**src/hw/axi_defs_params.svh**
```systemverilog
`ifndef AXI_DEFS_PARAMS_SVH
`define AXI_DEFS_PARAMS_SVH

`define AXI_ADDR_WIDTH 32
`define AXI_DATA_WIDTH 32
`define AXI_STRB_WIDTH (`AXI_DATA_WIDTH / 8)  // one bit per byte lane
`define AXI_ID_WIDTH   1

`define SRAM_WORDS     256  // word index at or above this is out of range

`endif
```
**src/hw/axi_pkg.sv**
```systemverilog
`include "axi_defs_params.svh"

package axi_pkg;

    typedef enum logic [1:0] {
        RESP_OKAY   = 2'b00,
        RESP_SLVERR = 2'b10
    } axi_resp_e;

    typedef enum logic [`AXI_ID_WIDTH-1:0] {
        ID_IF = 'd0,  // instruction fetch
        ID_LS = 'd1   // load/store
    } axi_id_e;

    typedef enum logic [1:0] {
        M_IDLE,
        M_ADDR,
        M_RESP
    } mst_state_e;

    typedef enum logic [1:0] {
        S_IDLE,
        S_RDATA,
        S_BRESP
    } sram_state_e;

endpackage

```
**src/hw/if_axi_master.sv**
```systemverilog
`include "axi_defs_params.svh"

module if_axi_master (
    input  logic                       clk_i,
    input  logic                       rst_n_i,
    input  logic                       fetch_req_i,
    input  logic [`AXI_ADDR_WIDTH-1:0] fetch_pc_i,
    output logic                       fetch_done_o,
    output logic [`AXI_DATA_WIDTH-1:0] fetch_instr_o,
    output logic                       fetch_err_o,
    output logic                       if_axi_ar_valid_o,
    input  logic                       if_axi_ar_ready_i,
    output logic [`AXI_ADDR_WIDTH-1:0] if_axi_ar_addr_o,
    input  logic                       if_axi_r_valid_i,
    output logic                       if_axi_r_ready_o,
    input  logic [`AXI_DATA_WIDTH-1:0] if_axi_r_data_i,
    input  axi_pkg::axi_resp_e         if_axi_r_resp_i
);

    axi_pkg::mst_state_e state_q;
    logic                r_hs;

    assign if_axi_ar_valid_o = (state_q == axi_pkg::M_ADDR);
    assign if_axi_r_ready_o  = (state_q == axi_pkg::M_RESP);
    assign r_hs              = if_axi_r_valid_i && if_axi_r_ready_o;

    always_ff @(posedge clk_i or negedge rst_n_i) begin
        if (!rst_n_i) begin
            state_q      <= axi_pkg::M_IDLE;
            fetch_done_o <= 1'b0;
        end else begin
            fetch_done_o <= r_hs;  // one cycle after the R handshake
            case (state_q)
                axi_pkg::M_IDLE: begin
                    if (fetch_req_i)
                        state_q <= axi_pkg::M_ADDR;
                end
                axi_pkg::M_ADDR: begin
                    if (if_axi_ar_ready_i)
                        state_q <= axi_pkg::M_RESP;
                end
                axi_pkg::M_RESP: begin
                    if (r_hs)
                        state_q <= axi_pkg::M_IDLE;
                end
                default: state_q <= axi_pkg::M_IDLE;
            endcase
        end
    end

    always_ff @(posedge clk_i) begin
        if (state_q == axi_pkg::M_IDLE && fetch_req_i)
            if_axi_ar_addr_o <= fetch_pc_i;
        if (r_hs) begin
            fetch_instr_o <= if_axi_r_data_i;
            fetch_err_o   <= (if_axi_r_resp_i == axi_pkg::RESP_SLVERR);
        end
    end

    // address must survive back-pressure from the crossbar
    a_ar_hold: assert property (@(posedge clk_i) disable iff (!rst_n_i)
        if_axi_ar_valid_o && !if_axi_ar_ready_i |=>
            if_axi_ar_valid_o && $stable(if_axi_ar_addr_o));

endmodule

```
**config.mk**
```make
export PLATFORM = sky130hd
export DESIGN_NAME = if_axi_master
export DESIGN_NICKNAME = d
export VERILOG_FILES = /design/src/hw/axi_pkg.sv /design/src/hw/if_axi_master.sv
export VERILOG_INCLUDE_DIRS = /design/src /design/src/hw
export SDC_FILE = /design/constraint.sdc
export NUM_CORES = 1
export LEC_CHECK = 0
export CAP_MARGIN = 30
export CORE_MARGIN = 2
export CORE_UTILIZATION = 54
export DETAILED_ROUTE_END_ITERATION = 8
export DONT_BUFFER_PORTS = 1
export PLACE_DENSITY = 0.79
export SETUP_SLACK_MARGIN = 0.4
export SYNTH_ARGS = -nofsm -noshare
export SYNTH_HDL_FRONTEND = slang
export SYNTH_SLANG_ARGS = --single-unit
```
**constraint.sdc**
```tcl
create_clock -name clk_i -period 4.7 [get_ports clk_i]
set_input_delay 0.47 -clock clk_i [delete_from_list [all_inputs] [get_ports clk_i]]
set_output_delay 0.47 -clock clk_i [all_outputs]
set_load 0.05 [all_outputs]
```
==> impl_results.md <==
* Run status: completed
* FF-to-FF setup slack at between 2 and 3 ns
* Least setup slack across all paths after layout at roughly 2.8 ns
* Switching power share of the total at 0.382
* Number of top-level pins at 139
* Top fanout value on the critical path at 34
* Max-cap violation count at 0
* Timing-limited maximum frequency at roughly 520 MHz
* Hold slack at roughly 0.24 ns
* Mean Syn Cell Area at about 27 sq um
* Dominant cell type by area after synthesis: sky130_fd_sc_hd__edfxtp_1
* Largest net degree at the start of global routing at 35
* Leading post-synthesis cells by cell area: sky130_fd_sc_hd__edfxtp_1 93%, sky130_fd_sc_hd__dfrtp_1 3.6%, sky130_fd_sc_hd__nor2b_2 0.84%
* Number of pins exceeding their max-slew limit in the final report at 0
* Part of the power in the clock network at 0.221
* Nets@finish at ~160
* Most common cell after layout, fill and taps aside: sky130_fd_sc_hd__edfxtp_1
* Layout overhead on the synthesized area at 11.5%
* Final Wtd Congestion at around 0.70
* Antenna violation net count after detailed routing at 0
* P_int at about 1 mW
* Count of final hold-check violations at 0
* Total Die Area at about 4400 sq um
* Sink of the worst hold path: fetch_instr_o[10]
* Global route overflow at 0
* Area of the core at around 3700 sq um
* Post-detailed-route wirelength per cell at approximately 24 microns
* Clock transition at the registers of the reported paths at around 0.060 ns
* Synthesized Nets at between 100 and 150
* Number of global-route vias before repair at 851
* Power Dens Cells at just over 700 nW/um^2
* Proportion of synthesized chip area in sequential cells at 0.968
* Post-CTS resize count at 0
* Horiz. Die Dim at roughly 66 microns
* Clock period minus worst slack at 1.92 ns
* Net switching power figure at ~0.63 mW
* Number of antenna violations at the first check in global routing at 0
* Sink count of the clock tree at just under 70
* Clock tree root buffer cell: sky130_fd_sc_hd__clkbuf_8
* RSZ-0062 raised after global routing: no
* CP Data Arrival Time at approximately 1.9 ns
* Via total after detailed routing at roughly 810
* Starting density of the core at 0.568
* Final worst-path cycle share at 0.408
* Via density per instance at 5.60
* Number of antenna diodes at 0
* Remaining routing DRC violations at 0
* Worst Setup Start Kind: flop
* Synth unique cells at 10
* Share of post-route cells with drive strength above 1 at 0.155
* Worst hold path startpoint: if_axi_r_data_i[10]
* Leakage power figure at about 0.76 nW
* Crit-path slowest cell: sky130_fd_sc_hd__nor2b_2
* Transition time at the pin with the least slew margin at 0.622 ns
* Post-Syn Instances at 78
* Final-layout fill cell count at about 240
* Wire length of the first global-routing pass at ~4500 microns
* PortBufs at 0
* Final total negative setup slack at 0 ns
* Overall die height at ~66 microns
* Reg2Reg Depth at 3
* End of the worst register-to-register path: fetch_instr_o[4]
* Min-Delay Path Depth at 0
* Critical path, cell by cell: nor2b_2, and2_1, buf_4
* Source of the worst register-to-register timing path: state_q[1]
* Warning count from the yosys run at 0
* Critical path data required time at about 4.7 ns
* Relative contribution of sequential cells to total power at 0.710
* Share of the synthesized area in the top cell type at 0.932
* Area of the mapped netlist at 2090 sq um
* Number of buffers inserted during clock tree synthesis at 9
* Worst supply voltage drop on vdd at 0.000340 V
* Skew final at approximately 0.0045 ns
* Final Routed Wirelength at roughly 3500 microns
* Std cell rows at 22
* Largest incremental delay on the critical path at between 0.5 and 0.6 ns
* Most used cells in the layout excluding fill and tap cells: 65 x sky130_fd_sc_hd__edfxtp_1, 9 x sky130_fd_sc_hd__clkbuf_8, 3 x sky130_fd_sc_hd__clkbuf_1, 3 x sky130_fd_sc_hd__clkinv_1, 3 x sky130_fd_sc_hd__dfrtp_1
* Post-DP HPWL at 2610 microns
* Comb power frac at 0.070
* Latest clock arrival within the worst-skew pair at between 0.3 and 0.4 ns
* Worst setup timing slack at the placement stage at around 2.8 ns
* Type of the most critical hold path: in2reg
* Drt pass-1 iters at 3
* Worst rel slew slack at 0.583
* GRT Overall Usage at 0.156
* Initial drt markers at roughly 70
* Endpoint type of the worst setup path: flop
* H-tree level count at 3
* TritonCTS clock tree: built
* Final setup viols at 0
* Synthesized flop and latch total at 68
* CP Class: reg2reg
* Longest Clk Path Bufs at 2
[routing by layer]
metal,global-route usage,vias up,wire length (microns)
met2,0.241,100,1650
met1,0.139,369,1200
met4,0.130,0,65
li1,-,336,-
met5,0,-,0
met3,0.102,7,573
[worst max path at each step]
stage	startpoint	endpoint	slack, ns	cells after the start
CTS	state_q[1]	fetch_instr_o[4]	2.78	3
finish	state_q[1]	fetch_instr_o[4]	2.78	3
global placement	state_q[1]	fetch_instr_o[18]	2.87	3
global route	state_q[1]	fetch_instr_o[3]	2.67	3
floorplan	fetch_req_i	if_axi_ar_addr_o[0]	1.39	1
detailed placement	state_q[1]	fetch_instr_o[5]	2.80	3
[critical path: cells and delay by family, from the launching register on]
family | cells | cell delay, ns
buf+inv | 1 | 0.36
simple gates | 2 | 0.78
flops | 1 | 0.42
[power by group through the flow]
stage	sequential (mW)	clock [mW]	combinational (mW)
global route	1.18	0.397	0.126
finish	1.17	0.363	0.114
CTS	1.17	0.378	0.116
detailed placement	1.18	0	0.115
floorplan	1.16	0	0.0904
global placement	1.17	0	0.108
[cells by family (layout without fill, tap and decap cells)]
logic type / count (synthesis) / after routing / share of synthesized area
DFF: 68 / 68 / 0.968
and+or+nand+nor: 7 / 7 / 0.0239
AOI/OAI and AO/OA: 2 / 2 / 0.00657
buffers and inverters: 1 / 20 / 0.00179
[stage by stage]
step | instances | power (mW) | utilization | area (sq um)
after CTS | 145 | 1.66 | 0.633 | 2340
after detailed placement | 128 | 1.29 | 0.590 | 2170
final | 145 | 1.64 | 0.633 | 2340
after floorplan | 78 | 1.25 | - | 2090
after global routing | 145 | 1.70 | 0.633 | 2340
after global placement | 128 | 1.28 | 0.590 | 2170
[registers in the layout, summed over array words and instances (netlist names)]
signal,flops
fetch_instr_o,32
if_axi_ar_addr_o,32
state_q,2
fetch_done_o,1
fetch_err_o,1
[cell type report]
cell class / instances / area [sq um] / share of cell area
Multi-Input combinational cell: 9 / 68.8 / 0.0295
Tap cell: 48 / 60.1 / 0.0257
Timing Repair Buffer: 3 / 25.0 / 0.0107
Clock buffer: 12 / 135 / 0.0578
Sequential cell: 68 / 2030 / 0.868
Inverter: 1 / 3.75 / 0.00161
Clock inverter: 4 / 16.3 / 0.00696
[cell usage after synthesis]
cell	n
sky130_fd_sc_hd__nor2b_2	2
sky130_fd_sc_hd__a22o_1	1
sky130_fd_sc_hd__a21oi_1	1
sky130_fd_sc_hd__nor3b_1	1
sky130_fd_sc_hd__nor2b_1	1
sky130_fd_sc_hd__edfxtp_1	65
sky130_fd_sc_hd__dfrtp_1	3
sky130_fd_sc_hd__nand2b_1	2
sky130_fd_sc_hd__and2_1	1
sky130_fd_sc_hd__inv_1	1
[timing repair]
action,CTS,global route
setup buffers,0,0
endpoints found under the hold margin,3,0
hold buffers,1,0
Power figures use the tool's default switching activity.
