[src/hw/axi_defs_params.svh]
`ifndef AXI_DEFS_PARAMS_SVH
`define AXI_DEFS_PARAMS_SVH

`define AXI_ADDR_WIDTH 32
`define AXI_DATA_WIDTH 32
`define AXI_STRB_WIDTH (`AXI_DATA_WIDTH / 8)  // one bit per byte lane
`define AXI_ID_WIDTH   1

`define SRAM_WORDS     256  // word index at or above this is out of range

`endif
[src/hw/axi_pkg.sv]
`include "axi_defs_params.svh"

package axi_pkg;

    typedef enum logic [1:0] {
        RESP_OKAY   = 2'b00,
        RESP_SLVERR = 2'b10
    } axi_resp_e;

    typedef enum logic [`AXI_ID_WIDTH-1:0] {
        ID_IF = 'd0,  // instruction fetch
        ID_LS = 'd1   // load/store
    } axi_id_e;

    typedef enum logic [1:0] {
        M_IDLE,
        M_ADDR,
        M_RESP
    } mst_state_e;

    typedef enum logic [1:0] {
        S_IDLE,
        S_RDATA,
        S_BRESP
    } sram_state_e;

endpackage

[src/hw/ls_axi_master.sv]
`include "axi_defs_params.svh"

module ls_axi_master (
    input  logic                       clk_i,
    input  logic                       rst_n_i,
    input  logic                       ls_req_i,
    input  logic                       ls_we_i,
    input  logic [`AXI_ADDR_WIDTH-1:0] ls_addr_i,
    input  logic [`AXI_DATA_WIDTH-1:0] ls_wdata_i,
    input  logic [`AXI_STRB_WIDTH-1:0] ls_wstrb_i,
    output logic                       ls_done_o,
    output logic [`AXI_DATA_WIDTH-1:0] ls_rdata_o,
    output logic                       ls_err_o,
    output logic                       ls_axi_ar_valid_o,
    input  logic                       ls_axi_ar_ready_i,
    output logic [`AXI_ADDR_WIDTH-1:0] ls_axi_ar_addr_o,
    input  logic                       ls_axi_r_valid_i,
    output logic                       ls_axi_r_ready_o,
    input  logic [`AXI_DATA_WIDTH-1:0] ls_axi_r_data_i,
    input  axi_pkg::axi_resp_e         ls_axi_r_resp_i,
    output logic                       ls_axi_aw_valid_o,
    input  logic                       ls_axi_aw_ready_i,
    output logic [`AXI_ADDR_WIDTH-1:0] ls_axi_aw_addr_o,
    output logic                       ls_axi_w_valid_o,
    input  logic                       ls_axi_w_ready_i,
    output logic [`AXI_DATA_WIDTH-1:0] ls_axi_w_data_o,
    output logic [`AXI_STRB_WIDTH-1:0] ls_axi_w_strb_o,
    input  logic                       ls_axi_b_valid_i,
    output logic                       ls_axi_b_ready_o,
    input  axi_pkg::axi_resp_e         ls_axi_b_resp_i
);

    axi_pkg::mst_state_e        state_q;
    logic                       we_q;
    logic                       aw_pend_q;
    logic                       w_pend_q;
    logic [`AXI_ADDR_WIDTH-1:0] addr_q;
    logic                       req_take;
    logic                       r_hs;
    logic                       b_hs;
    logic                       wr_sent;

    assign req_take = (state_q == axi_pkg::M_IDLE) && ls_req_i;
    assign r_hs     = ls_axi_r_valid_i && ls_axi_r_ready_o;
    assign b_hs     = ls_axi_b_valid_i && ls_axi_b_ready_o;
    // both write channels done once each has handshaken at some point
    assign wr_sent  = (!aw_pend_q || ls_axi_aw_ready_i) && (!w_pend_q || ls_axi_w_ready_i);

    assign ls_axi_ar_valid_o = (state_q == axi_pkg::M_ADDR) && !we_q;
    assign ls_axi_ar_addr_o  = addr_q;
    assign ls_axi_aw_valid_o = aw_pend_q;
    assign ls_axi_aw_addr_o  = addr_q;
    assign ls_axi_w_valid_o  = w_pend_q;
    assign ls_axi_r_ready_o  = (state_q == axi_pkg::M_RESP) && !we_q;
    assign ls_axi_b_ready_o  = (state_q == axi_pkg::M_RESP) && we_q;

    always_ff @(posedge clk_i or negedge rst_n_i) begin
        if (!rst_n_i) begin
            state_q   <= axi_pkg::M_IDLE;
            aw_pend_q <= 1'b0;
            w_pend_q  <= 1'b0;
            ls_done_o <= 1'b0;
        end else begin
            ls_done_o <= r_hs || b_hs;
            case (state_q)
                axi_pkg::M_IDLE: begin
                    if (ls_req_i) begin
                        state_q   <= axi_pkg::M_ADDR;
                        aw_pend_q <= ls_we_i;
                        w_pend_q  <= ls_we_i;
                    end
                end
                axi_pkg::M_ADDR: begin
                    if (we_q) begin
                        aw_pend_q <= aw_pend_q && !ls_axi_aw_ready_i;  // drops on own handshake
                        w_pend_q  <= w_pend_q && !ls_axi_w_ready_i;
                        if (wr_sent)
                            state_q <= axi_pkg::M_RESP;
                    end else if (ls_axi_ar_ready_i) begin
                        state_q <= axi_pkg::M_RESP;
                    end
                end
                axi_pkg::M_RESP: begin
                    if (r_hs || b_hs)
                        state_q <= axi_pkg::M_IDLE;
                end
                default: state_q <= axi_pkg::M_IDLE;
            endcase
        end
    end

    always_ff @(posedge clk_i) begin
        if (req_take) begin
            we_q            <= ls_we_i;
            addr_q          <= ls_addr_i;
            ls_axi_w_data_o <= ls_wdata_i;
            ls_axi_w_strb_o <= ls_wstrb_i;
        end
        if (r_hs)
            ls_rdata_o <= ls_axi_r_data_i;
        if (r_hs || b_hs)
            ls_err_o <= r_hs ? (ls_axi_r_resp_i == axi_pkg::RESP_SLVERR)
                             : (ls_axi_b_resp_i == axi_pkg::RESP_SLVERR);
    end

    a_no_req_busy: assert property (@(posedge clk_i) disable iff (!rst_n_i)
        ls_req_i |-> state_q == axi_pkg::M_IDLE);

endmodule

[config.mk]
export PLATFORM = sky130hd
export DESIGN_NAME = ls_axi_master
export DESIGN_NICKNAME = d
export VERILOG_FILES = /design/src/hw/axi_pkg.sv /design/src/hw/ls_axi_master.sv
export VERILOG_INCLUDE_DIRS = /design/src /design/src/hw
export SDC_FILE = /design/constraint.sdc
export NUM_CORES = 1
export LEC_CHECK = 0
export BUFFER_PORTS_ARGS = -buffer_cell sky130_fd_sc_hd__buf_2
export CAP_MARGIN = 20
export CORE_MARGIN = 2
export CORE_UTILIZATION = 40
export CTS_CLUSTER_DIAMETER = 60
export DETAILED_ROUTE_END_ITERATION = 10
export MAX_ROUTING_LAYER = met4
export PLACE_DENSITY = 0.87
export SYNTH_ARGS = -nofsm -noshare
export SYNTH_HDL_FRONTEND = slang
export SYNTH_SLANG_ARGS = --single-unit
[constraint.sdc]
create_clock -name clk_i -period 7.9 [get_ports clk_i]
set_input_delay 1.185 -clock clk_i [delete_from_list [all_inputs] [get_ports clk_i]]
set_output_delay 1.185 -clock clk_i [all_outputs]
set_load 0.005 [all_outputs]
==> impl_metrics.toml <==
[status]
status = "completed"

[floorplanning]
io_pins = 252
dieArea_um2 = 9890
die_w_um = 99.4
coreArea_um2 = 8760
rows = 34
dieHeight_um = 99.4
start_util_pct = 41.6

[logic_synthesis]
yosysSeqAreaShare_pct = 87.5
yosysWarnings = 0
syn_area_um2 = 3640
avgSynthCellArea_um2 = 21.8
syn-num-nets = 280
syn_inst = 167
ys_types = 22
synth_seq_cells = 107

[grt]
antenna_found_initial = 0
grt_remaining_overflow = 0
grt_pass1_wl_um = 11400
grt_max_degree = 45
grt_pass1_vias = 2370
grt.total_usage_pct = 16.0

[worst_setup_path]
required_ns = 6.71
cp_data_arrival_time_ns = 1.34
critPathKind = "reg -> out"
critPathMaxFanout = 8
critPathMaxStageDelay_ns = 0.44
critPathBufInv = 1
cpMaxStageDelayCell = "dfrtp_1"
cp_top_family = "flip-flops"
end_kind = "output port"
cp_cell_sequence = "nor2b_4, nor2b_1, buf_2"
cp-start-kind = "flop"

[sta]
worst_pin_slew_ns = 0.857
layout_min_cycle_time_ns = 2.52
finalHoldViolations = 0
setup_viol = 0
final.setup.tns_ns = 0
slew-limit-headroom_pct = 42.8
finClkSkew_ns = 0.0167
rsz0062_at_grt = "no"
fin_crit_sh_pct = 32.0
fin_hold_ws_ns = 0.579
max_freq_ghz = 0.396
finalMaxSlewViolations = 0

[placement]
place_area_um2 = 4800
routabilityCongestion = 0.849
io_buffers = 251

[clocking]
cts_tree = "done"
numClockSinks = 107
clockBufferDepth = 2
cts_root_buf = "clkbuf_8"
htreeDepth = 3
cts.clk_slew.worst_paths_ns = 0.10
clk_latency_ns = 0.36
cts_made_buffers = 9
cts_resized = 0
ctsHoldBuffers = 0
cts_setup_buffers = 0

[pwr]
ir_worst_vdd_mv = 0.121
leakage_uw = 0.00219
power_density_nw_per_um2 = 273

[final_layout]
num-fill-cells = 688
layout_commonest_cell = "buf_2"
final_area_um2 = 4980
syn2layout_area_growth_pct = 36.6
n_antenna_cell = 0
final_cell_mix = "buf_2, edfxtp_1, clkbuf_8"
drive_gt1_share_pct = 67.7
nets = 511

[route]
drt-total-wl_um = 8040
drc_errors = 0
drt_iter0_drc = 56
drt-pass1-iter-count = 3
via_count = 2308
routedWlPerCell_um = 15.8
drt.antenna.violating_nets = 0
vias_per_cell = 4.53

[min_path]
holdCritPathClass = "reg -> reg"

[flow_run]
drv_cap = 0
## metrics by stage
step	cells	power, uW	setup WS (ns)	util (%)
after floorplan	167	949	3.34	-
after global placement	495	1060	5.39	54.8
after global routing	510	1420	5.27	56.8
after detailed placement	495	1080	5.29	54.8
after CTS	510	1370	5.35	56.8
final	510	1360	5.38	56.8
## worst register-to-register path, cell delays in order (launching register included)
cell	delay [ns]
edfxtp_1	0.51
and4bb_2	0.91
o21ai_0	0.21
## power breakdown
part | internal, uW | switching, uW
clock network | 118 | 182
registers | 749 | 40.9
logic | 127 | 140
## synth_stat cells
master	instances	area, um2
nand3b_1	1	7.51
and3b_1	1	8.76
buf_4	32	240
nand2b_1	4	25.0
nand3_1	1	5.00
inv_1	2	7.51
dfrtp_1	5	125
a21o_1	1	7.51
a21oi_1	2	10.0
nor3b_2	1	12.5
a32oi_1	1	8.76
nor2b_4	1	13.8
a221oi_1	1	8.76
o21ai_0	1	5.00
a31o_2	1	8.76
and2_1	1	6.26
and2b_4	1	10.0
buf_6	1	11.3
nor2b_1	4	25.0
a221o_1	2	20.0
edfxtp_1	102	3060
and4bb_2	1	12.5
## cells by family (layout without fill, tap and decap cells)
group / after synthesis / in the layout / share of synthesized area [%]
DFF: 107 / 107 / 87.5
buffers and inverters: 35 / 270 / 7.11
and+or+nand+nor: 16 / 16 / 3.47
AOI/OAI and AO/OA: 9 / 9 / 1.89
## state kept, by name, summed over array words and instances (netlist names)
| signal | flops |
|---|---|
| ls_axi_ar_addr_o | 32 |
| ls_done_o | 1 |
| state_q | 2 |
| ls_axi_w_data_o | 32 |
| ls_axi_aw_valid_o | 1 |
| ls_err_o | 1 |
| we_q | 1 |
| ls_axi_w_valid_o | 1 |
| ls_rdata_o | 32 |
| ls_axi_w_strb_o | 4 |
## path summary, 6_finish.rpt
kind	endpoint	depth (start not counted)	slack [ns]	startpoint
min in group asynchronous	ls_axi_aw_valid_o	1	0.62	rst_n_i
max	ls_axi_ar_valid_o	3	5.38	state_q[0]
min reg2reg	ls_axi_w_valid_o	1	0.58	ls_axi_w_valid_o
min	ls_axi_w_valid_o	1	0.58	ls_axi_w_valid_o
max reg2reg	ls_err_o	2	6.00	we_q
max in group asynchronous	state_q[1]	1	7.12	rst_n_i
## layout make-up
cell class | count | area (um2) | share of cell area, %
repair buffers | 253 | 1270 | 25.5
well taps | 108 | 135 | 2.72
flip-flops and latches | 107 | 3190 | 64.1
clock buffers | 10 | 128 | 2.56
inverters | 2 | 7.51 | 0.151
multi-input cells | 25 | 201 | 4.05
clock inverters | 5 | 45.0 | 0.905
## routing by layer
layer,wire length [um],vias to the layer above,global-route usage (%)
met4,111,0,6.01
met2,4450,153,28.9
met3,810,10,5.69
met5,0,-,-
li1,-,1064,-
met1,2670,1081,15.8
No activity file was read; power rests on OpenSTA's default activity.
