### config.mk
export PLATFORM = sky130hd
export DESIGN_NAME = axi_crossbar
export DESIGN_NICKNAME = d
export VERILOG_FILES = /design/src/hw/axi_pkg.sv /design/src/hw/axi_crossbar.sv
export VERILOG_INCLUDE_DIRS = /design/src /design/src/hw
export SDC_FILE = /design/constraint.sdc
export NUM_CORES = 1
export LEC_CHECK = 0
export ABC_AREA = 1
export BUFFER_PORTS_ARGS = -buffer_cell sky130_fd_sc_hd__buf_2
export CAP_MARGIN = 20
export CORE_AREA = 2 2 142 144
export DETAILED_ROUTE_END_ITERATION = 8
export DIE_AREA = 0 0 144 146
export GPL_TIMING_DRIVEN = 0
export PLACE_DENSITY = 0.45
export SYNTH_ARGS = -nofsm -noshare
export SYNTH_HDL_FRONTEND = slang
export SYNTH_SLANG_ARGS = --single-unit
export TNS_END_PERCENT = 30
### constraint.sdc
create_clock -name vclk -period 0.8
set_input_delay 0.16 -clock vclk [all_inputs]
set_output_delay 0.16 -clock vclk [all_outputs]
set_load 0.01 [all_outputs]
### src/hw/axi_defs_params.svh
`ifndef AXI_DEFS_PARAMS_SVH
`define AXI_DEFS_PARAMS_SVH

`define AXI_ADDR_WIDTH 32
`define AXI_DATA_WIDTH 32
`define AXI_STRB_WIDTH (`AXI_DATA_WIDTH / 8)  // one bit per byte lane
`define AXI_ID_WIDTH   1

`define SRAM_WORDS     256  // word index at or above this is out of range

`endif
### src/hw/axi_pkg.sv
`include "axi_defs_params.svh"

package axi_pkg;

    typedef enum logic [1:0] {
        RESP_OKAY   = 2'b00,
        RESP_SLVERR = 2'b10
    } axi_resp_e;

    typedef enum logic [`AXI_ID_WIDTH-1:0] {
        ID_IF = 'd0,  // instruction fetch
        ID_LS = 'd1   // load/store
    } axi_id_e;

    typedef enum logic [1:0] {
        M_IDLE,
        M_ADDR,
        M_RESP
    } mst_state_e;

    typedef enum logic [1:0] {
        S_IDLE,
        S_RDATA,
        S_BRESP
    } sram_state_e;

endpackage

### src/hw/axi_crossbar.sv
`include "axi_defs_params.svh"

module axi_crossbar (
    // fetch side uses id 0
    input  logic                       if_axi_ar_valid_i,
    output logic                       if_axi_ar_ready_o,
    input  logic [`AXI_ADDR_WIDTH-1:0] if_axi_ar_addr_i,
    output logic                       if_axi_r_valid_o,
    input  logic                       if_axi_r_ready_i,
    output logic [`AXI_DATA_WIDTH-1:0] if_axi_r_data_o,
    output axi_pkg::axi_resp_e         if_axi_r_resp_o,
    // load/store side uses id 1
    input  logic                       ls_axi_ar_valid_i,
    output logic                       ls_axi_ar_ready_o,
    input  logic [`AXI_ADDR_WIDTH-1:0] ls_axi_ar_addr_i,
    output logic                       ls_axi_r_valid_o,
    input  logic                       ls_axi_r_ready_i,
    output logic [`AXI_DATA_WIDTH-1:0] ls_axi_r_data_o,
    output axi_pkg::axi_resp_e         ls_axi_r_resp_o,
    input  logic                       ls_axi_aw_valid_i,
    output logic                       ls_axi_aw_ready_o,
    input  logic [`AXI_ADDR_WIDTH-1:0] ls_axi_aw_addr_i,
    input  logic                       ls_axi_w_valid_i,
    output logic                       ls_axi_w_ready_o,
    input  logic [`AXI_DATA_WIDTH-1:0] ls_axi_w_data_i,
    input  logic [`AXI_STRB_WIDTH-1:0] ls_axi_w_strb_i,
    output logic                       ls_axi_b_valid_o,
    input  logic                       ls_axi_b_ready_i,
    output axi_pkg::axi_resp_e         ls_axi_b_resp_o,
    // memory side
    output logic                       axi_ar_valid_o,
    input  logic                       axi_ar_ready_i,
    output logic [`AXI_ADDR_WIDTH-1:0] axi_ar_addr_o,
    output logic [`AXI_ID_WIDTH-1:0]   axi_ar_id_o,
    input  logic                       axi_r_valid_i,
    output logic                       axi_r_ready_o,
    input  logic [`AXI_DATA_WIDTH-1:0] axi_r_data_i,
    input  axi_pkg::axi_resp_e         axi_r_resp_i,
    input  logic [`AXI_ID_WIDTH-1:0]   axi_r_id_i,
    output logic                       axi_aw_valid_o,
    input  logic                       axi_aw_ready_i,
    output logic [`AXI_ADDR_WIDTH-1:0] axi_aw_addr_o,
    output logic                       axi_w_valid_o,
    input  logic                       axi_w_ready_i,
    output logic [`AXI_DATA_WIDTH-1:0] axi_w_data_o,
    output logic [`AXI_STRB_WIDTH-1:0] axi_w_strb_o,
    input  logic                       axi_b_valid_i,
    output logic                       axi_b_ready_o,
    input  axi_pkg::axi_resp_e         axi_b_resp_i,
    input  logic [`AXI_ID_WIDTH-1:0]   axi_b_id_i
);

    logic grant_if;
    logic r_to_ls;

    assign grant_if = if_axi_ar_valid_i;  // fetch has fixed priority
    assign r_to_ls  = axi_r_id_i[0];

    assign axi_ar_valid_o    = grant_if || ls_axi_ar_valid_i;
    assign axi_ar_addr_o     = grant_if ? if_axi_ar_addr_i : ls_axi_ar_addr_i;
    assign axi_ar_id_o       = grant_if ? axi_pkg::ID_IF : axi_pkg::ID_LS;
    assign if_axi_ar_ready_o = grant_if && axi_ar_ready_i;
    assign ls_axi_ar_ready_o = !grant_if && axi_ar_ready_i;

    assign if_axi_r_valid_o = axi_r_valid_i && !r_to_ls;
    assign ls_axi_r_valid_o = axi_r_valid_i && r_to_ls;
    assign if_axi_r_data_o  = axi_r_data_i;
    assign ls_axi_r_data_o  = axi_r_data_i;
    assign if_axi_r_resp_o  = axi_r_resp_i;
    assign ls_axi_r_resp_o  = axi_r_resp_i;
    assign axi_r_ready_o    = r_to_ls ? ls_axi_r_ready_i : if_axi_r_ready_i;  // owner's ready

    // write path belongs to load/store only
    assign axi_aw_valid_o    = ls_axi_aw_valid_i;
    assign axi_aw_addr_o     = ls_axi_aw_addr_i;
    assign ls_axi_aw_ready_o = axi_aw_ready_i;
    assign axi_w_valid_o     = ls_axi_w_valid_i;
    assign axi_w_data_o      = ls_axi_w_data_i;
    assign axi_w_strb_o      = ls_axi_w_strb_i;
    assign ls_axi_w_ready_o  = axi_w_ready_i;
    assign ls_axi_b_valid_o  = axi_b_valid_i;
    assign ls_axi_b_resp_o   = axi_b_resp_i;
    assign axi_b_ready_o     = ls_axi_b_ready_i;

    always_comb begin
        if (axi_r_valid_i)
            a_r_id: assert (axi_r_id_i inside {axi_pkg::ID_IF, axi_pkg::ID_LS});
        if (axi_b_valid_i)
            a_b_id: assert (axi_b_id_i == axi_pkg::ID_LS);
    end

endmodule

==> impl_metrics.csv, run 1 <==
group,metric,value,unit
outcome,outcome,"finished with violations",
outcome,violations,"negative setup slack",
drt,routedWlPerCell,10.2,µm
synthesis,syn_area,0.00163,mm²
floorplanning,rows,51,
floorplanning,ios,365,
synthesis,synth_top_family_by_area,"buffers and inverters",
power_and_ir_drop,power_density,560,mW/mm²
drt,ant_nets,0,
setup_path,worstSetupPathType,"in2out",
drt,vias,2284,
drt,routed_via_density,2.92,
timing,fin_crit,0.932,ns
setup_path,worstPathMaxFanout,8,
synthesis,synth_nets,443,
synthesis,yosysMostFrequentCell,"buf_4",
synthesis,yosysWarnings,0,
synthesis,synth_simple_gate_area_share,0.270,
synthesis,synth_compound_area_frac,0,
grt,grt_max_degree,11,
timing,fmax,1.07,GHz
timing,fin_crit_sh,1.17,
layout,design.seq.count,0,
layout,final-seq-area,0,µm²
setup_path,start_kind,"input pin",
drt,drt_iter0_drc,45,
layout,synthToLayoutAreaGrowth,116,%
flow_run,cap_violations,0,
synthesis,syn-instance-count,261,
setup_path,critPathCaptureType,"output port",
drt,routed_wirelength,7980,µm
synthesis,seq_area_frac_synth,0,
synthesis,synth.area.top_cells,"buf_4 (68%), nand2_1 (19%), nand2_2 (7.3%)",
hold_path,holdPathStages,2,
placed_design,dpl_cell_area,0.00323,mm²
setup_path,required,0.64,ns
placed_design,place_congestion,0.695,
clock_network,hold_buffers,0,
grt,grt_pass1_wl,9890,µm
setup_path,cp.arrival,0.77,ns
synthesis,yosys.area.top_type,"buf_4",
grt,grt.total_usage,0.0598,
timing,slew_viol_final,0,
layout,nClkBuffers,0,
synthesis,synthAdderAreaFrac,0,
synthesis,syn_area_per_cell,6.25,µm²
timing,max_slew.worst_pin.slew,0.111,ns
grt,antenna_found_initial,0,
placed_design,port_buffers,253,
timing,slew_headroom,0.926,
timing,setup_violations,36,
timing,hold_viol,0,
placed_design,dp_slack,-0.232,ns
floorplanning,coreArea,0.0193,mm²
layout,layout-drive-gt1-share,0.869,
layout,fin_nets,702,
timing,setup_tns,-3.61,ns
hold_path,min_path_type,"in2out",
drt,drt_first_pass_iters,4,
power_and_ir_drop,vdd_ir_drop_max,143,µV
layout,diodes,0,
synthesis,synth_cell_types,10,
power_and_ir_drop,power_leakage,0.00220,µW
timing,rsz0062_at_grt,"yes",
synthesis,muxShareOfSynthArea,0,
floorplanning,die_y,146,µm
grt,grt-ovfl-total,0,
synthesis,synthXorXnorAreaFrac,0,
timing,setup_ws,-0.132,ns
placed_design,hpwl,6920,µm
drt,drc,0,
synthesis,synthTopCellsByCount,"buf_4 (147), nand2_1 (82), nand2_2 (19)",
layout,postLayoutCoreUtil,0.182,
floorplanning,die_area,0.0210,mm²
layout,fillerInstances,2252,
floorplanning,start_util,0.0844,
layout,fin_area,0.00352,mm²
floorplanning,die_x,144,µm
grt,grt_pass1_vias,1957,
synthesis,yosysTopAreaCellShare,0.676,
[layout by cell type (no fill, tap or decap)]
cell / n
buf_12: 3
buf_16: 1
nand2_1: 61
buf_8: 2
nand2_4: 9
buf_2: 240
buf_6: 14
inv_1: 5
clkinv_16: 1
or2_2: 1
buf_4: 147
clkbuf_16: 1
nand2_2: 31
nor2_1: 2
[per-stage QoR]
| step | std cells | hold WS (ns) | total power (µW) |
|---|---|---|---|
| floorplan | 261 | 0.368 | 1050 |
| global placement | 779 | 0.504 | 1810 |
| detailed placement | 779 | 0.504 | 1810 |
| CTS | 781 | 0.504 | 1920 |
| global route | 783 | 0.506 | 2130 |
| finish | 783 | 0.503 | 1970 |
[routing by layer]
layer,track usage,vias to the layer above,share of wire
li1,-,1142,-
met1,0.0596,956,0.31
met2,0.137,186,0.59
met3,0.00230,0,0.097
met4,0,0,0
met5,0,-,0
[kinds of logic after synthesis]
kind of cell | Yosys count
and+or+nand+nor | 104
buffers and inverters | 157
[final timing paths]
path | from | to | slack, ns
max | if_axi_ar_valid_i | axi_ar_addr_o[16] | -0.13
min | ls_axi_aw_addr_i[23] | axi_aw_addr_o[23] | 0.50
[where the power goes]
group	internal [µW]	leakage, µW	switching (µW)	total (µW)
Sequential	0	0	0	0
Combinational	1140	0.00220	837	1970
Clock	0	0	0	0
[critical path: stages]
cell and delay, ns:
buf_12 0.12, clkinv_16 0.08, clkbuf_16 0.17, nand2_1 0.05, nand2_1 0.04, buf_2 0.13
[what timing repair did]
action,4_1_cts,5_1_grt
pin swaps,3,4
gates cloned,1,1
setup buffers,1,1
resized for setup,29,25
setup endpoints to repair,33,35
[area by class of cell]
type / instances / area (µm²) / area share
plain buffers: 151 / 1190 / 0.338
inverters: 6 / 48.8 / 0.0138
multi-input cells: 104 / 538 / 0.153
well taps: 265 / 332 / 0.0941
repair buffers: 257 / 1420 / 0.402
Note: power is estimated with default switching activity, not from simulation.
==> run 2: changes to the inputs <==
- CORE_AREA: 2 2 142 144 -> 4 4 140 142
- PLACE_DENSITY: 0.45 -> 0.46
- REMOVE_ABC_BUFFERS: default -> 1
==> run 2 against run 1 <==
- the run still ends with negative setup slack left
- worst setup slack improved by 0.079 ns
- routed wire length increased to 3.3 times the previous value
- combinational power decreased by 61%
- maximum frequency increased by 9.2%
- final cell count decreased by 41%
- sequential share of layout area unchanged
- via count decreased by 37%
- non-clock buffer count decreased by 294
- first-iteration DRC count increased by 6.7%
- flip-flop and latch count unchanged
- total power decreased by 61%
- largest power group unchanged
==> impl_metrics.csv, run 2 (synthesized netlist as in run 1, its figures left out) <==
group,metric,value,unit
timing,max_slew.worst_pin.slew,0.120,ns
setup_path,worstPathMaxFanout,7,
layout,fillerInstances,2181,
grt,grt.total_usage,0.233,
hold_path,min_path_type,"in2out",
outcome,outcome,"finished with violations",
floorplanning,coreArea,0.0185,mm²
setup_path,crit_start,"if_axi_ar_valid_i",
timing,hold_viol,0,
floorplanning,start_util,0.0884,
floorplanning,ios,365,
layout,final-seq-area,0,µm²
flow_run,cap_violations,0,
floorplanning,die_x,144,µm
drt,ant_nets,0,
setup_path,crit_chain,"buf_16 -> buf_12 -> nand2_1 -> nand2_1 -> buf_2",
drt,routedWlPerCell,56.6,µm
drt,routed_wirelength,26100,µm
drt,drt_first_pass_iters,4,
setup_path,crit_slowest_cell,"buf_12",
placed_design,port_buffers,110,
timing,fin_crit,0.854,ns
timing,fin_crit_sh,1.07,
timing,slew_viol_final,0,
outcome,violations,"negative setup slack",
power_and_ir_drop,finalPower,776,µW
timing,setup_tns,-0.663,ns
timing,setup_violations,24,
layout,final_common_cell,"buf_2",
grt,grt-ovfl-total,0,
drt,drc,0,
layout,fin_nets,410,
grt,grt_max_degree,19,
layout,synthToLayoutAreaGrowth,-6.75,%
drt,vias,1436,
floorplanning,die_y,146,µm
setup_path,start_kind,"input pin",
drt,routed_via_density,3.11,
setup_path,worstSetupPathType,"in2out",
timing,setup_ws,-0.0537,ns
setup_path,cp_common_cell,"nand2_1",
floorplanning,die_area,0.0210,mm²
layout,design.seq.count,0,
layout,postLayoutCoreUtil,0.0824,
drt,drt_iter0_drc,48,
power_and_ir_drop,power_density,510,mW/mm²
timing,fmax,1.17,GHz
power_and_ir_drop,vdd_ir_drop_max,91.2,µV
layout,layout-drive-gt1-share,0.664,
setup_path,cp-endpoint,"axi_ar_addr_o[14]",
timing,slew_headroom,0.920,
setup_path,cp.arrival,0.69,ns
placed_design,place_congestion,0.894,
setup_path,critPathCaptureType,"output port",
placed_design,hpwl,24400,µm
timing,rsz0062_at_grt,"yes",
setup_path,required,0.64,ns
floorplanning,rows,50,
layout,nClkBuffers,0,
grt,antenna_found_initial,5,
power_and_ir_drop,power_leakage,0.000870,µW
setup_path,cp.depth,5,
setup_path,critical-path-top-delay-family,"buffers and inverters",
grt,grt_pass1_wl,28400,µm
grt,grt_pass1_vias,1262,
clock_network,hold_buffers,0,
setup_path,cpPeakStageDelay,0.15,ns
layout,final_cell_mix,"buf_2 (107), nand2_1 (70), nand2_2 (31)",
setup_path,path_buf_inv,3,
run 2: cell count changes in the layout (fill, tap and decap cells not counted), moves of 2 or more:
| cell | change |
|---|---|
| buf_16 | +2 |
| buf_2 | -133 |
| buf_8 | -2 |
| inv_16 | +2 |
| nand2_4 | -9 |
| buf_6 | -12 |
| buf_4 | -147 |
| nand2_1 | +9 |
run 2: metal layers:
layer | global-route usage | up-vias | share of wire
met1 | 0.0698 | 542 | 0.11
met3 | 0.326 | 24 | 0.29
met4 | 0.0395 | 8 | 0.025
met2 | 0.479 | 299 | 0.57
li1 | - | 563 | -
met5 | 0 | - | 0.0022
run 2: through the flow:
step                std cells  area (µm²)  setup slack (ns)  hold WS [ns]
CTS                       460        1490           -0.0422         0.320
finish                    461        1520           -0.0537         0.320
floorplan                 110         470             0.162         0.320
global route              461        1520           -0.0604         0.320
global placement          454        1310            -0.849         0.320
detailed placement        454        1310            -0.856         0.320
run 2: power breakdown:
| group | internal [µW] | switching, µW |
|---|---|---|
| sequential | 0 | 0 |
| clock | 0.000168 | 0 |
| combinational | 377 | 399 |
run 2: how the worst min path moves through the flow:
stage                              start                 to  cells after the start
finish              ls_axi_aw_addr_i[28]  axi_aw_addr_o[28]                      0
global route        ls_axi_aw_addr_i[28]  axi_aw_addr_o[28]                      0
CTS                 ls_axi_aw_addr_i[28]  axi_aw_addr_o[28]                      0
detailed placement  ls_axi_aw_addr_i[28]  axi_aw_addr_o[28]                      0
global placement    ls_axi_aw_addr_i[28]  axi_aw_addr_o[28]                      0
floorplan            ls_axi_aw_addr_i[0]   axi_aw_addr_o[0]                      0
run 2: layout make-up:
type                       count  area, µm²  area share
timing repair buffer         114        681       0.447
multi-input combinational    104        475       0.312
tap                          234        293       0.192
inverter                       6       38.8      0.0255
timing repair inverter         2       31.3      0.0206
antenna                        1       2.50     0.00164
run 2: timing repair:
item	in CTS	in global routing
setup buffers	2	0
setup endpoints to repair	36	31
cloned	4	0
gates resized for setup	17	12
pin swaps	1	1
